File: config.mk
export PLATFORM = sky130hd
export DESIGN_NAME = neo_cart_loader
export DESIGN_NICKNAME = d
export VERILOG_FILES = /design/src/logic/neo_dl_pkg.sv /design/src/logic/neo_header_tracker.sv /design/src/logic/neo_page_buffer.sv /design/src/logic/neo_sdram_writer.sv /design/src/logic/neo_cart_loader.sv
export SDC_FILE = /design/constraint.sdc
export NUM_CORES = 2
export LEC_CHECK = 0
export BUFFER_PORTS_ARGS = -buffer_cell sky130_fd_sc_hd__buf_2
export CELL_PAD_IN_SITES_DETAIL_PLACEMENT = 0
export CELL_PAD_IN_SITES_GLOBAL_PLACEMENT = 1
export CORE_MARGIN = 2
export CORE_UTILIZATION = 45
export DETAILED_ROUTE_END_ITERATION = 7
export PLACE_DENSITY_LB_ADDON = 0.15
export SKIP_LAST_GASP = 1
export SLEW_MARGIN = 20
export SYNTH_ARGS = -nofsm -noshare
export SYNTH_HDL_FRONTEND = slang
export SYNTH_SLANG_ARGS = --single-unit
File: constraint.sdc
create_clock -name CLK_48M -period 3.78 [get_ports CLK_48M]
set_input_delay 0.567 -clock CLK_48M [delete_from_list [all_inputs] [get_ports CLK_48M]]
set_output_delay 0.567 -clock CLK_48M [all_outputs]
set_load 0.01 [all_outputs]
File: src/logic/neo_dl_pkg.sv
`default_nettype none

package neo_dl_pkg;

	// Cart regions in file order
	typedef enum logic [2:0] {
		REG_P,
		REG_S,
		REG_M,
		REG_V1,
		REG_V2,
		REG_C,
		REG_DONE
	} region_t;

	typedef logic [26:0] ioctl_addr_t;
	typedef logic [31:0] rom_size_t;     // Region size in bytes
	typedef logic [15:0] sdr_word_t;
	typedef logic [22:0] bank3_addr_t;   // Port 1 word address
	typedef logic [24:0] bank012_addr_t; // Port 2 word address
	typedef logic [5:0]  page_idx_t;     // Word within a page

	// NEO file header
	localparam int HEADER_BYTES = 4096;
	localparam int SIZE_FIELD_FIRST = 4;
	localparam int SIZE_FIELD_LAST = 27;

	localparam int PAGE_BYTES = 128;

	localparam logic [7:0] CART_INDEX = 8'd1;

	// Bank 3 layout
	localparam logic [4:0] FIX_PREFIX = 5'b11100;
	localparam logic [4:0] MROM_PREFIX = 5'b11110;

endpackage

`default_nettype wire

File: src/logic/neo_header_tracker.sv
`timescale 1ns/10ps
`default_nettype none

module neo_header_tracker (
	input  wire                          CLK_48M,
	input  wire                          pll_locked,
	input  wire                          ioctl_downl,
	input  wire [7:0]                    ioctl_index,
	input  wire                          ioctl_wr,
	input  wire neo_dl_pkg::ioctl_addr_t ioctl_addr,
	input  wire [7:0]                    ioctl_dout,
	output logic                         cart_write,
	output logic                         in_header,
	output neo_dl_pkg::region_t          cur_region,
	output neo_dl_pkg::rom_size_t        c_size,
	output neo_dl_pkg::rom_size_t        v1_size
);

	neo_dl_pkg::rom_size_t   p_size;
	neo_dl_pkg::rom_size_t   s_size;
	neo_dl_pkg::rom_size_t   m_size;
	neo_dl_pkg::rom_size_t   v2_size;
	neo_dl_pkg::rom_size_t   region_size;
	neo_dl_pkg::ioctl_addr_t offset;   // Byte offset inside cur_region
	logic                    inc_pend;
	logic                    chk_pend;
	logic                    size_byte;
	logic                    header_last;

	assign cart_write = ioctl_downl && ioctl_index == neo_dl_pkg::CART_INDEX;
	assign in_header = ioctl_addr < neo_dl_pkg::HEADER_BYTES;
	assign size_byte = ioctl_addr >= neo_dl_pkg::SIZE_FIELD_FIRST &&
		ioctl_addr <= neo_dl_pkg::SIZE_FIELD_LAST;
	assign header_last = ioctl_addr == neo_dl_pkg::HEADER_BYTES - 1;

	always_comb begin
		case (cur_region)
			neo_dl_pkg::REG_P:  region_size = p_size;
			neo_dl_pkg::REG_S:  region_size = s_size;
			neo_dl_pkg::REG_M:  region_size = m_size;
			neo_dl_pkg::REG_V1: region_size = v1_size;
			neo_dl_pkg::REG_V2: region_size = v2_size;
			neo_dl_pkg::REG_C:  region_size = c_size;
			default:            region_size = '0;
		endcase
	end

	always_ff @(posedge CLK_48M or negedge pll_locked) begin
		if (!pll_locked) begin
			cur_region <= neo_dl_pkg::REG_P;
			offset <= '0;
			inc_pend <= 1'b0;
			chk_pend <= 1'b0;
			p_size <= '0;
			s_size <= '0;
			m_size <= '0;
			v1_size <= '0;
			v2_size <= '0;
			c_size <= '0;
		end else begin
			inc_pend <= 1'b0;

			if (inc_pend) begin
				offset <= offset + 1'd1;
				chk_pend <= 1'b1;
			end else if (chk_pend) begin
				// One region per cycle, so empty regions fall through
				if ({5'd0, offset} == region_size) begin
					offset <= '0;
					cur_region <= neo_dl_pkg::region_t'(cur_region + 3'd1);
					chk_pend <= cur_region != neo_dl_pkg::REG_C;
				end else begin
					chk_pend <= 1'b0;
				end
			end

			if (ioctl_wr && cart_write) begin
				if (in_header) begin
					cur_region <= neo_dl_pkg::REG_P;
					offset <= '0;
					chk_pend <= header_last; // Skips an empty P region
					if (size_byte) begin
						// Little endian, P first
						{c_size, v2_size, v1_size, m_size, s_size, p_size} <=
							{ioctl_dout, c_size, v2_size, v1_size, m_size, s_size, p_size[31:8]};
					end
				end else if (cur_region != neo_dl_pkg::REG_DONE) begin
					inc_pend <= 1'b1;
				end
			end
		end
	end

endmodule

`default_nettype wire

File: src/logic/neo_page_buffer.sv
`timescale 1ns/10ps
`default_nettype none

module neo_page_buffer (
	input  wire                          CLK_48M,
	input  wire                          pll_locked,
	input  wire                          cart_write,
	input  wire                          in_header,
	input  wire neo_dl_pkg::region_t     cur_region,
	input  wire                          ioctl_wr,
	input  wire neo_dl_pkg::ioctl_addr_t ioctl_addr,
	input  wire [7:0]                    ioctl_dout,
	input  wire neo_dl_pkg::page_idx_t   rd_idx,
	input  wire                          drain_busy,
	output logic                         page_ready,
	output neo_dl_pkg::region_t          page_region,
	output neo_dl_pkg::sdr_word_t        rd_word
);

	// Two pages of 64 words, byte writable
	logic [1:0][7:0] mem [neo_dl_pkg::PAGE_BYTES];
	logic            fill_page;
	logic [6:0]      wr_pos;
	logic            data_wr;
	logic            page_last;

	assign data_wr = ioctl_wr && cart_write && !in_header &&
		cur_region != neo_dl_pkg::REG_DONE;
	assign page_last = &ioctl_addr[6:0];

	// Tile fetcher byte order for fix and sprite data
	always_comb begin
		case (cur_region)
			neo_dl_pkg::REG_S:
				wr_pos = {ioctl_addr[6:5], ioctl_addr[2:0], ~ioctl_addr[4], ioctl_addr[3]};
			neo_dl_pkg::REG_C:
				wr_pos = {ioctl_addr[5:2], ~ioctl_addr[6], ioctl_addr[0], ioctl_addr[1]};
			default:
				wr_pos = ioctl_addr[6:0];
		endcase
	end

	always_ff @(posedge CLK_48M) begin
		if (data_wr) begin
			mem[{fill_page, wr_pos[6:1]}][wr_pos[0]] <= ioctl_dout;
		end
		if (drain_busy) begin
			rd_word <= mem[{~fill_page, rd_idx}]; // Drain side reads the other page
		end
	end

	always_ff @(posedge CLK_48M or negedge pll_locked) begin
		if (!pll_locked) begin
			fill_page <= 1'b0;
			page_ready <= 1'b0;
			page_region <= neo_dl_pkg::REG_P;
		end else begin
			page_ready <= 1'b0;
			if (data_wr && page_last) begin
				fill_page <= ~fill_page;
				page_region <= cur_region;
				page_ready <= 1'b1;
			end
		end
	end

endmodule

`default_nettype wire

File: src/logic/neo_sdram_writer.sv
`timescale 1ns/10ps
`default_nettype none

module neo_sdram_writer (
	input  wire                            CLK_48M,
	input  wire                            pll_locked,
	input  wire                            page_ready,
	input  wire neo_dl_pkg::region_t       page_region,
	input  wire neo_dl_pkg::sdr_word_t     rd_word,
	input  wire neo_dl_pkg::rom_size_t     c_size,
	input  wire neo_dl_pkg::rom_size_t     v1_size,
	input  wire                            port1_ack,
	input  wire                            port2_ack,
	output neo_dl_pkg::page_idx_t          rd_idx,
	output logic                           drain_busy,
	output logic                           port1_req,
	output neo_dl_pkg::bank3_addr_t        port1_a,
	output neo_dl_pkg::sdr_word_t          port1_d,
	output logic                           port2_req,
	output neo_dl_pkg::bank012_addr_t      port2_a,
	output neo_dl_pkg::sdr_word_t          port2_d
);

	typedef enum logic [1:0] {ST_IDLE, ST_READ, ST_ISSUE, ST_WAIT} state_t;

	state_t                  state;
	neo_dl_pkg::region_t     wr_region;
	neo_dl_pkg::ioctl_addr_t offset;   // Byte offset within wr_region
	logic                    to_port1;
	logic [23:0]             p1_byte;
	neo_dl_pkg::rom_size_t   p2_byte;
	logic                    acked;

	// Bank 0-2 holds C, then V1, then V2
	always_comb begin
		to_port1 = 1'b1;
		p1_byte = offset[23:0];
		p2_byte = {5'd0, offset};
		case (wr_region)
			neo_dl_pkg::REG_P: ;
			neo_dl_pkg::REG_S: p1_byte = {neo_dl_pkg::FIX_PREFIX, offset[18:0]};
			neo_dl_pkg::REG_M: p1_byte = {neo_dl_pkg::MROM_PREFIX, offset[18:0]};
			neo_dl_pkg::REG_V1: begin
				to_port1 = 1'b0;
				p2_byte = c_size + {5'd0, offset};
			end
			neo_dl_pkg::REG_V2: begin
				to_port1 = 1'b0;
				p2_byte = c_size + v1_size + {5'd0, offset};
			end
			default: to_port1 = 1'b0;
		endcase
	end

	assign acked = to_port1 ? port1_req == port1_ack : port2_req == port2_ack;
	assign drain_busy = state != ST_IDLE;

	always_ff @(posedge CLK_48M or negedge pll_locked) begin
		if (!pll_locked) begin
			state <= ST_IDLE;
			wr_region <= neo_dl_pkg::REG_P;
			offset <= '0;
			rd_idx <= '0;
			port1_req <= 1'b0;
			port2_req <= 1'b0;
		end else begin
			case (state)
				ST_IDLE: if (page_ready) begin
					wr_region <= page_region;
					if (page_region != wr_region) offset <= '0; // New region starts at 0
					rd_idx <= '0;
					state <= ST_READ;
				end
				ST_READ: state <= ST_ISSUE; // rd_word lands here
				ST_ISSUE: begin
					if (to_port1) port1_req <= ~port1_req;
					else port2_req <= ~port2_req;
					state <= ST_WAIT;
				end
				ST_WAIT: if (acked) begin
					offset <= offset + 2'd2;
					rd_idx <= rd_idx + 1'd1;
					state <= &rd_idx ? ST_IDLE : ST_READ;
				end
				default: state <= ST_IDLE;
			endcase
		end
	end

	// Held until the acknowledge
	always_ff @(posedge CLK_48M) begin
		if (state == ST_ISSUE) begin
			if (to_port1) begin
				port1_a <= p1_byte[23:1];
				port1_d <= rd_word;
			end else begin
				port2_a <= p2_byte[25:1];
				port2_d <= rd_word;
			end
		end
	end

endmodule

`default_nettype wire

File: src/logic/neo_cart_loader.sv
`timescale 1ns/10ps
`default_nettype none

module neo_cart_loader (
	input  wire                            CLK_48M,
	input  wire                            pll_locked,

	input  wire                            ioctl_downl,
	input  wire [7:0]                      ioctl_index,
	input  wire                            ioctl_wr,
	input  wire neo_dl_pkg::ioctl_addr_t   ioctl_addr,
	input  wire [7:0]                      ioctl_dout,

	output wire                            port1_req,
	input  wire                            port1_ack,
	output wire neo_dl_pkg::bank3_addr_t   port1_a,
	output wire neo_dl_pkg::sdr_word_t     port1_d,

	output wire                            port2_req,
	input  wire                            port2_ack,
	output wire neo_dl_pkg::bank012_addr_t port2_a,
	output wire neo_dl_pkg::sdr_word_t     port2_d
);

	wire                        cart_write;
	wire                        in_header;
	wire neo_dl_pkg::region_t   cur_region;
	wire neo_dl_pkg::rom_size_t c_size;
	wire neo_dl_pkg::rom_size_t v1_size;

	wire                        page_ready;
	wire neo_dl_pkg::region_t   page_region;
	wire neo_dl_pkg::sdr_word_t rd_word;
	wire neo_dl_pkg::page_idx_t rd_idx;
	wire                        drain_busy;

	neo_header_tracker i_header_tracker (
		.CLK_48M     (CLK_48M),
		.pll_locked  (pll_locked),
		.ioctl_downl (ioctl_downl),
		.ioctl_index (ioctl_index),
		.ioctl_wr    (ioctl_wr),
		.ioctl_addr  (ioctl_addr),
		.ioctl_dout  (ioctl_dout),
		.cart_write  (cart_write),
		.in_header   (in_header),
		.cur_region  (cur_region),
		.c_size      (c_size),
		.v1_size     (v1_size)
	);

	neo_page_buffer i_page_buffer (
		.CLK_48M     (CLK_48M),
		.pll_locked  (pll_locked),
		.cart_write  (cart_write),
		.in_header   (in_header),
		.cur_region  (cur_region),
		.ioctl_wr    (ioctl_wr),
		.ioctl_addr  (ioctl_addr),
		.ioctl_dout  (ioctl_dout),
		.rd_idx      (rd_idx),
		.drain_busy  (drain_busy),
		.page_ready  (page_ready),
		.page_region (page_region),
		.rd_word     (rd_word)
	);

	neo_sdram_writer i_sdram_writer (
		.CLK_48M     (CLK_48M),
		.pll_locked  (pll_locked),
		.page_ready  (page_ready),
		.page_region (page_region),
		.rd_word     (rd_word),
		.c_size      (c_size),
		.v1_size     (v1_size),
		.port1_ack   (port1_ack),
		.port2_ack   (port2_ack),
		.rd_idx      (rd_idx),
		.drain_busy  (drain_busy),
		.port1_req   (port1_req),
		.port1_a     (port1_a),
		.port1_d     (port1_d),
		.port2_req   (port2_req),
		.port2_a     (port2_a),
		.port2_d     (port2_d)
	);

endmodule

`default_nettype wire

# ---- Word-level counts from Yosys, hierarchy flattened
# Memories as Yosys holds them, arrays and structs flattened. A register that Yosys moved wholly into a read port is not among the register bits.
# Index checks and enable logic that the tools add are counted.
dict set report classes {
  add_sub_neg 7
  order_cmp 5
  eq_ne 23
  muxes 40
  bitwise 6
  n_reduce_logical 23
}
# operator count
set op_table {}
lappend op_table {{two-way mux 27 bit} 8}
lappend op_table {{case mux 32 bit (6 select lines)} 1}
lappend op_table {{adder 26 bit} 3}
lappend op_table {{case mux 27 bit (2 select lines)} 1}
lappend op_table {{case mux 26 bit (2 select lines)} 1}
lappend op_table {{case mux 24 bit (2 select lines)} 1}
lappend op_table {{equality test 27 x 32 -> 1 bit} 1}
lappend op_table {{adder 27 x 1 -> 27 bit, second input constant} 1}
lappend op_table {{adder 27 x 2 -> 27 bit, second input constant} 1}
lappend op_table {{equality test 27 x 12 -> 1 bit, second input constant} 1}
lappend op_table {{>= comparator 27 x 3 -> 1 bit, second input constant} 1}
lappend op_table {{less-or-equal comparator 27 x 5 -> 1 bit, second input constant} 1}
lappend op_table {{less-than comparator 27 x 13 -> 1 bit, second input constant} 1}
lappend op_table {{two-way mux 16 bit} 1}
lappend op_table {{two-way mux 3 bit} 5}
lappend op_table {{case mux 7 bit (2 select lines)} 1}
lappend op_table {{two-way mux 1 bit} 13}
lappend op_table {{equality test 3 x 2 -> 1 bit, second input constant} 4}
lappend op_table {{two-way mux 6 bit} 2}
lappend op_table {{case mux 6 bit (2 select lines)} 1}
lappend op_table {{equality test 3 bit, second input constant} 3}
lappend op_table {{demux 8 bit (select 1 bit)} 1}
lappend op_table {{equality test 8 x 1 -> 1 bit, second input constant} 1}
lappend op_table {{two-way mux 8 bit} 1}
lappend op_table {{other kinds (26)} 49}
dict set report totals {
  reg_bits 349
  mem_bits_rw 2048
  out_inout_bits 82
  elab_cells 128
  n_memories 1
}
# memory depth word_bits rd rd_clocked_by_memory_dff wr line_no
set mem_list {}
lappend mem_list {i_page_buffer.mem 128 16 1 1 1 neo_page_buffer.sv:21} ;# logic [1:0][7:0] mem [neo_dl_pkg::PAGE_BYTES];

# ---- Depth between registers and ports, before layout
dict set report depth {
  ltp_word 8
  mapped_depth 17
  ltp_nobuf 12
}

# ---- Modules after synthesis
# From an unflattened synthesis, not the netlist that was laid out.
dict set report unflattened {
  cells_unflattened 4927
  hier_area_um2 99058.8
}
# module n_inst cells_per_inst area_each_um2
set by_module_without_submodules {}
lappend by_module_without_submodules {neo_page_buffer 1 3328 80482.2}
lappend by_module_without_submodules {neo_header_tracker 1 866 10737.8}
lappend by_module_without_submodules {neo_sdram_writer 1 733 7838.8}

# ---- Least setup slack after synthesis
# Ideal clock, no wire load.
dict set report synth_timing {
  path_type {reg2reg}
  startpoint {register i_header_tracker.cur_region[2]}
  endpoint {register i_header_tracker.offset[26]}
  arrival_ns 3.693
  t_required_ns 3.660
  setup_slack_ns -0.033
  stages_incl_launch_ff 15
  path_buffers 5
  period_less_slack_ns 3.813
  cell_sequence {dfrtp_1 -> buf_2 -> buf_2 -> buf_2 -> inv_2 -> ha_1 -> clkbuf_1 -> and2_1 -> or3_1 -> a211o_1 -> or4_1 -> or4_1 -> buf_2 -> or2_1 -> a41o_1}
}
dict set report synth_between {
  elab_chain_cells 8
  elab_cells_between_ends 13
  cone_classes {6 x eq/ne; 6 x mux; 1 x reduce/logical}
}
# element line_no
set synth_lines {}
lappend synth_lines {{from (decl)} neo_header_tracker.sv:14} ;# output neo_dl_pkg::region_t cur_region,
lappend synth_lines {{from (signal assigned)} neo_header_tracker.sv:50} ;# cur_region <= neo_dl_pkg::REG_P;
lappend synth_lines {{from (signal assigned)} neo_header_tracker.sv:70} ;# cur_region <= neo_dl_pkg::region_t'(cur_region + 3'd1);
lappend synth_lines {{from (signal assigned)} neo_header_tracker.sv:79} ;# cur_region <= neo_dl_pkg::REG_P;
lappend synth_lines {{equality test 3 bit (tied with other cells)} neo_header_tracker.sv:37} ;# case (cur_region)
lappend synth_lines {{case mux 32 bit (6 select lines) *} neo_header_tracker.sv:37}
lappend synth_lines {{equality test 27 x 32 -> 1 bit *} neo_header_tracker.sv:68} ;# if ({5'd0, offset} == region_size) begin
lappend synth_lines {{two-way mux 27 bit *} neo_header_tracker.sv:68}
lappend synth_lines {{two-way mux 27 bit *} neo_header_tracker.sv:66} ;# end else if (chk_pend) begin
lappend synth_lines {{two-way mux 27 bit *} neo_header_tracker.sv:63} ;# if (inc_pend) begin
lappend synth_lines {{two-way mux 27 bit} neo_header_tracker.sv:78} ;# if (in_header) begin
lappend synth_lines {{two-way mux 27 bit *} neo_header_tracker.sv:77} ;# if (ioctl_wr && cart_write) begin
lappend synth_lines {{to (signal assigned)} neo_header_tracker.sv:64} ;# offset <= offset + 1'd1;
lappend synth_lines {{to (decl)} neo_header_tracker.sv:24} ;# neo_dl_pkg::ioctl_addr_t offset;
# Mark *: on every way between the ends. The rest lies on a longest branch, timed or not.
# A chain may end at the register's enable or synchronous reset.

# ---- Worst setup path in the final report
dict set report layout_timing {
  startpoint {register i_header_tracker.c_size[1]}
  endpoint {register i_sdram_writer.port2_a[24] (data pin)}
}
dict set report layout_between {
  elab_chain_cells 3
  elab_cells_between_ends 4
  cone_classes {3 x add/sub; 1 x mux}
}
# element line_no
set layout_lines {}
lappend layout_lines {{from (decl)} neo_header_tracker.sv:15} ;# output neo_dl_pkg::rom_size_t c_size,
lappend layout_lines {{from (signal assigned)} neo_header_tracker.sv:84} ;# {c_size, v2_size, v1_size, m_size, s_size, p_size} <=
lappend layout_lines {{adder 26 bit (2 in series)} neo_sdram_writer.sv:49} ;# p2_byte = c_size + v1_size + {5'd0, offset};
lappend layout_lines {{case mux 26 bit (2 select lines) *} neo_sdram_writer.sv:39} ;# case (wr_region)
lappend layout_lines {{net i_sdram_writer.p2_byte[25]} neo_sdram_writer.sv:31} ;# neo_dl_pkg::rom_size_t p2_byte;
lappend layout_lines {{to (signal assigned)} neo_sdram_writer.sv:97} ;# port2_a <= p2_byte[25:1];
lappend layout_lines {{to (decl)} neo_sdram_writer.sv:20} ;# output neo_dl_pkg::bank012_addr_t port2_a,
# Mark *: on every way through the listed nets, which the timed path passes. The rest lies on a longest branch.

==> reports/metrics.cfg <==
[detailed_routing]
dr_total_vias = 50162
drcViolationCount = 0
route.detailed.vias_per_inst = 5.81
wl_microns = 252000
first_pass_iters = 8
drtIter0Drc = 4876
antenna_left = 0
wl_per_cell_microns = 29.1

[clocking]
clkTransAtPathRegs_ps = 60
cts-root-buf = clkbuf_16
clkLatencyLatePin_ps = 900
clock-sinks = 2411
numCtsBuffers = 241
cts_htree_levels = 4
cts_buffer_depth = 3
tritoncts = yes

[synth]
netlist_instances = 4900
syn_nets = 5035
syn_area_per_cell_sq_um = 20.0
yosysSeqAreaShare_pct = 72.6
async_flop_share_pct = 11.1
synth_ff_type = edfxtp_1
ys_types = 80
synth_enable_flop_cells = 2144
ys_ff_latch = 2411
synth_warnings = 0
syn_area_sq_mm = 0.0979

[die]
core_sq_mm = 0.217
fp.dieW_microns = 470
die_h_microns = 470
start_util_pct = 45.2
io_pins = 131
die_area_sq_mm = 0.221
num_rows = 171

[worst_hold_path]
hp-class = in2reg
whs_path_depth = 1
holdCritStartpoint = ioctl_dout[4]

[place]
gp_congestion = 0.864
dpl_cell_area_sq_mm = 0.106
port_buffers = 130
dp_cells = 8178
dpl.hpwl_microns = 165000

[finish]
area_delta_synth_final_pct = 16.9
final_common_cell = edfxtp_1
drive_above_1_share_pct = 34.3
num-nets-final = 5709
finalNonFillerCells = 8636
final_area_sq_mm = 0.114
layout_common_cells = edfxtp_1, mux4_2, buf_4

[sta]
period_share_pct = 95.0
timing.final.crit_period_ps = 3590
hold_slack_ps = 89.1
hold_viol = 0
tightest_slew_ps = 1080
final-setup-viol-count = 0
slew_headroom_pct = 28.1
drv_slew = 0
fmax_mhz = 278
clock-skew-final_ps = 74.6

[global_route]
grt.total_usage_pct = 22.7
grt_pass1_wl_microns = 365000
grt_max_degree = 137
grt_antenna_before_repair = 8
overflow = 0
grt_pass1_vias = 50791

[power_and_ir_drop]
p_total_mw = 61.4
power_leakage_nw = 38.5
pwr_density_cell_mw_per_mm2 = 536
ir_worst_vdd_v = 0.000503

[worst_setup_path]
cp.arrival_ps = 4160
critPathSlowestCell = fa_1
crit_chain = fa_1 > ha_1 > inv_1 > fa_1 > nand2b_1 > a21oi_2 > o41a_1 > o21ai_2 > o21ai_2 > buf_4 > a211oi_1 > nor4_1 > nand2_1
cp.required_ps = 4350
startpoint_type = register
startpoint = i_header_tracker.c_size[1]$_DFFE_PN0P_
r2r_start = i_header_tracker.c_size[1]$_DFFE_PN0P_
timing_worst_setup_path_type = reg2reg
worst-r2r-cell-count = 13
max_stage_delay_ps = 560
cp_max_fo = 4
cp-end-kind = register

[run]
drv_cap = 0

[run_status]
status = finished clean

[cells in the mapped netlist, types with 13 or more instances]
| cell | n | share of area (%) |
|---|---|---|
| and2_1 | 24 | 0.15 |
| a211oi_1 | 15 | 0.12 |
| o21ai_1 | 15 | 0.077 |
| and3_1 | 14 | 0.089 |
| dfrtp_1 | 267 | 6.8 |
| buf_2 | 20 | 0.10 |
| ha_1 | 61 | 0.78 |
| o211ai_1 | 16 | 0.12 |
| a21oi_1 | 54 | 0.28 |
| nor2b_1 | 17 | 0.11 |
| nor4_1 | 14 | 0.089 |
| o21a_1 | 19 | 0.15 |
| a222oi_1 | 17 | 0.17 |
| a22oi_1 | 37 | 0.28 |
| o221ai_1 | 13 | 0.12 |
| edfxtp_1 | 2144 | 66 |
| mux2_2 | 213 | 2.4 |
| inv_1 | 35 | 0.13 |
| a21o_1 | 17 | 0.13 |
| nor3_1 | 31 | 0.16 |
| buf_1 | 57 | 0.22 |
| nand4_1 | 18 | 0.12 |
| nand3_1 | 50 | 0.26 |
| nand2_1 | 143 | 0.55 |
| o21ai_0 | 82 | 0.42 |
| mux4_2 | 666 | 15 |
| or3_1 | 35 | 0.22 |
| fa_1 | 25 | 0.51 |
| nor2_1 | 331 | 1.3 |
| mux2i_1 | 49 | 0.50 |
| xor2_1 | 34 | 0.30 |
| clkbuf_1 | 187 | 0.72 |
| xnor2_1 | 34 | 0.30 |
[state kept, by name, indices dropped and copies added (netlist names), 27 cells and up]
name                      flops
i_header_tracker.v1_size     32
i_header_tracker.offset      27
i_page_buffer.mem          2048
i_header_tracker.m_size      32
i_header_tracker.s_size      32
i_header_tracker.p_size      32
i_header_tracker.v2_size     32
i_header_tracker.c_size      32
[stage by stage]
stage | worst slack, ps | setup TNS, ps | utilization, %
CTS | -28.2 | -28.2 | 52.8
finish | 188 | 0 | 52.8
detailed placement | -123 | -1380 | 48.9
floorplan | 43.5 | 0 | -
global route | -6.92 | -6.92 | 52.8
global placement | -11.7 | -20.5 | 48.9
[layout make-up]
cell class,instances,area [sq um]
Fill cell,17036,102000
Sequential cell,2411,71100
Multi-Input combinational cell,2180,25700
Clock buffer,289,6320
Timing Repair Buffer,703,5740
Tap cell,2854,3570
Clock inverter,156,1890
Inverter,37,143
Antenna cell,6,15.0
[path summary, 6_finish.rpt]
check | endpoint | slack (ps)
max | i_sdram_writer.port2_a[24]$_DFFE_PP_ | 190
min | i_page_buffer.mem[22][4]$_DFFE_PP_ | 90
max reg2reg | i_sdram_writer.port2_a[24]$_DFFE_PP_ | 190
min reg2reg | i_sdram_writer.port2_d[7]$_DFFE_PP_ | 460
max in group asynchronous | i_sdram_writer.rd_idx[2]$_DFFE_PN0P_ | 2560
min in group asynchronous | i_header_tracker.s_size[9]$_DFFE_PN0P_ | 300
[critical path, delay by kind of cell, from the launching register on]
kind,cells,cell delay (ps)
adders and majority gates,3,1220
AOI/OAI and AO/OA,5,880
and+or+nand+nor,3,520
DFF,1,400
buffers and inverters,2,260
[kinds of logic (layout without fill, tap and decap cells)]
group	after synthesis	in the layout	share of synthesized area [%]
flops	2411	2411	72.6
mux	930	930	18.3
simple gates	726	726	3.38
compound gates	370	370	2.60
buf+inv	309	1185	1.25
fa+ha+maj	86	86	1.29
xor+xnor	68	68	0.608
other cells	0	6	0
[routing by layer]
metal / GRT usage [%] / vias up / routed length, microns / share of wire [%]
li1: - / 21521 / - / -
met1: 31.9 / 26875 / 107000 / 43
met2: 38.1 / 1474 / 126000 / 50
met3: 2.84 / 290 / 12700 / 5.0
met4: 5.39 / 2 / 5640 / 2.2
met5: 0 / - / 13 / 0.0052
[power by group]
part | internal [mW] | switching (mW) | leakage, nW
combinational | 3.34 | 3.73 | 11.6
sequential | 29.4 | 0.296 | 22.9
clock | 14.4 | 10.3 | 3.99
total | 47.1 | 14.3 | 38.5
[what timing repair did]
item                                    4_1_cts  5_1_grt
gates cloned                                  0        0
gates resized for setup                       2       12
pin swaps                                     0        3
hold endpoints to repair                     93        0
buffers inserted                              4        0
hold buffers                                  1        0
endpoints found under the setup margin       26       38
No activity file was read; power rests on OpenSTA's default activity.
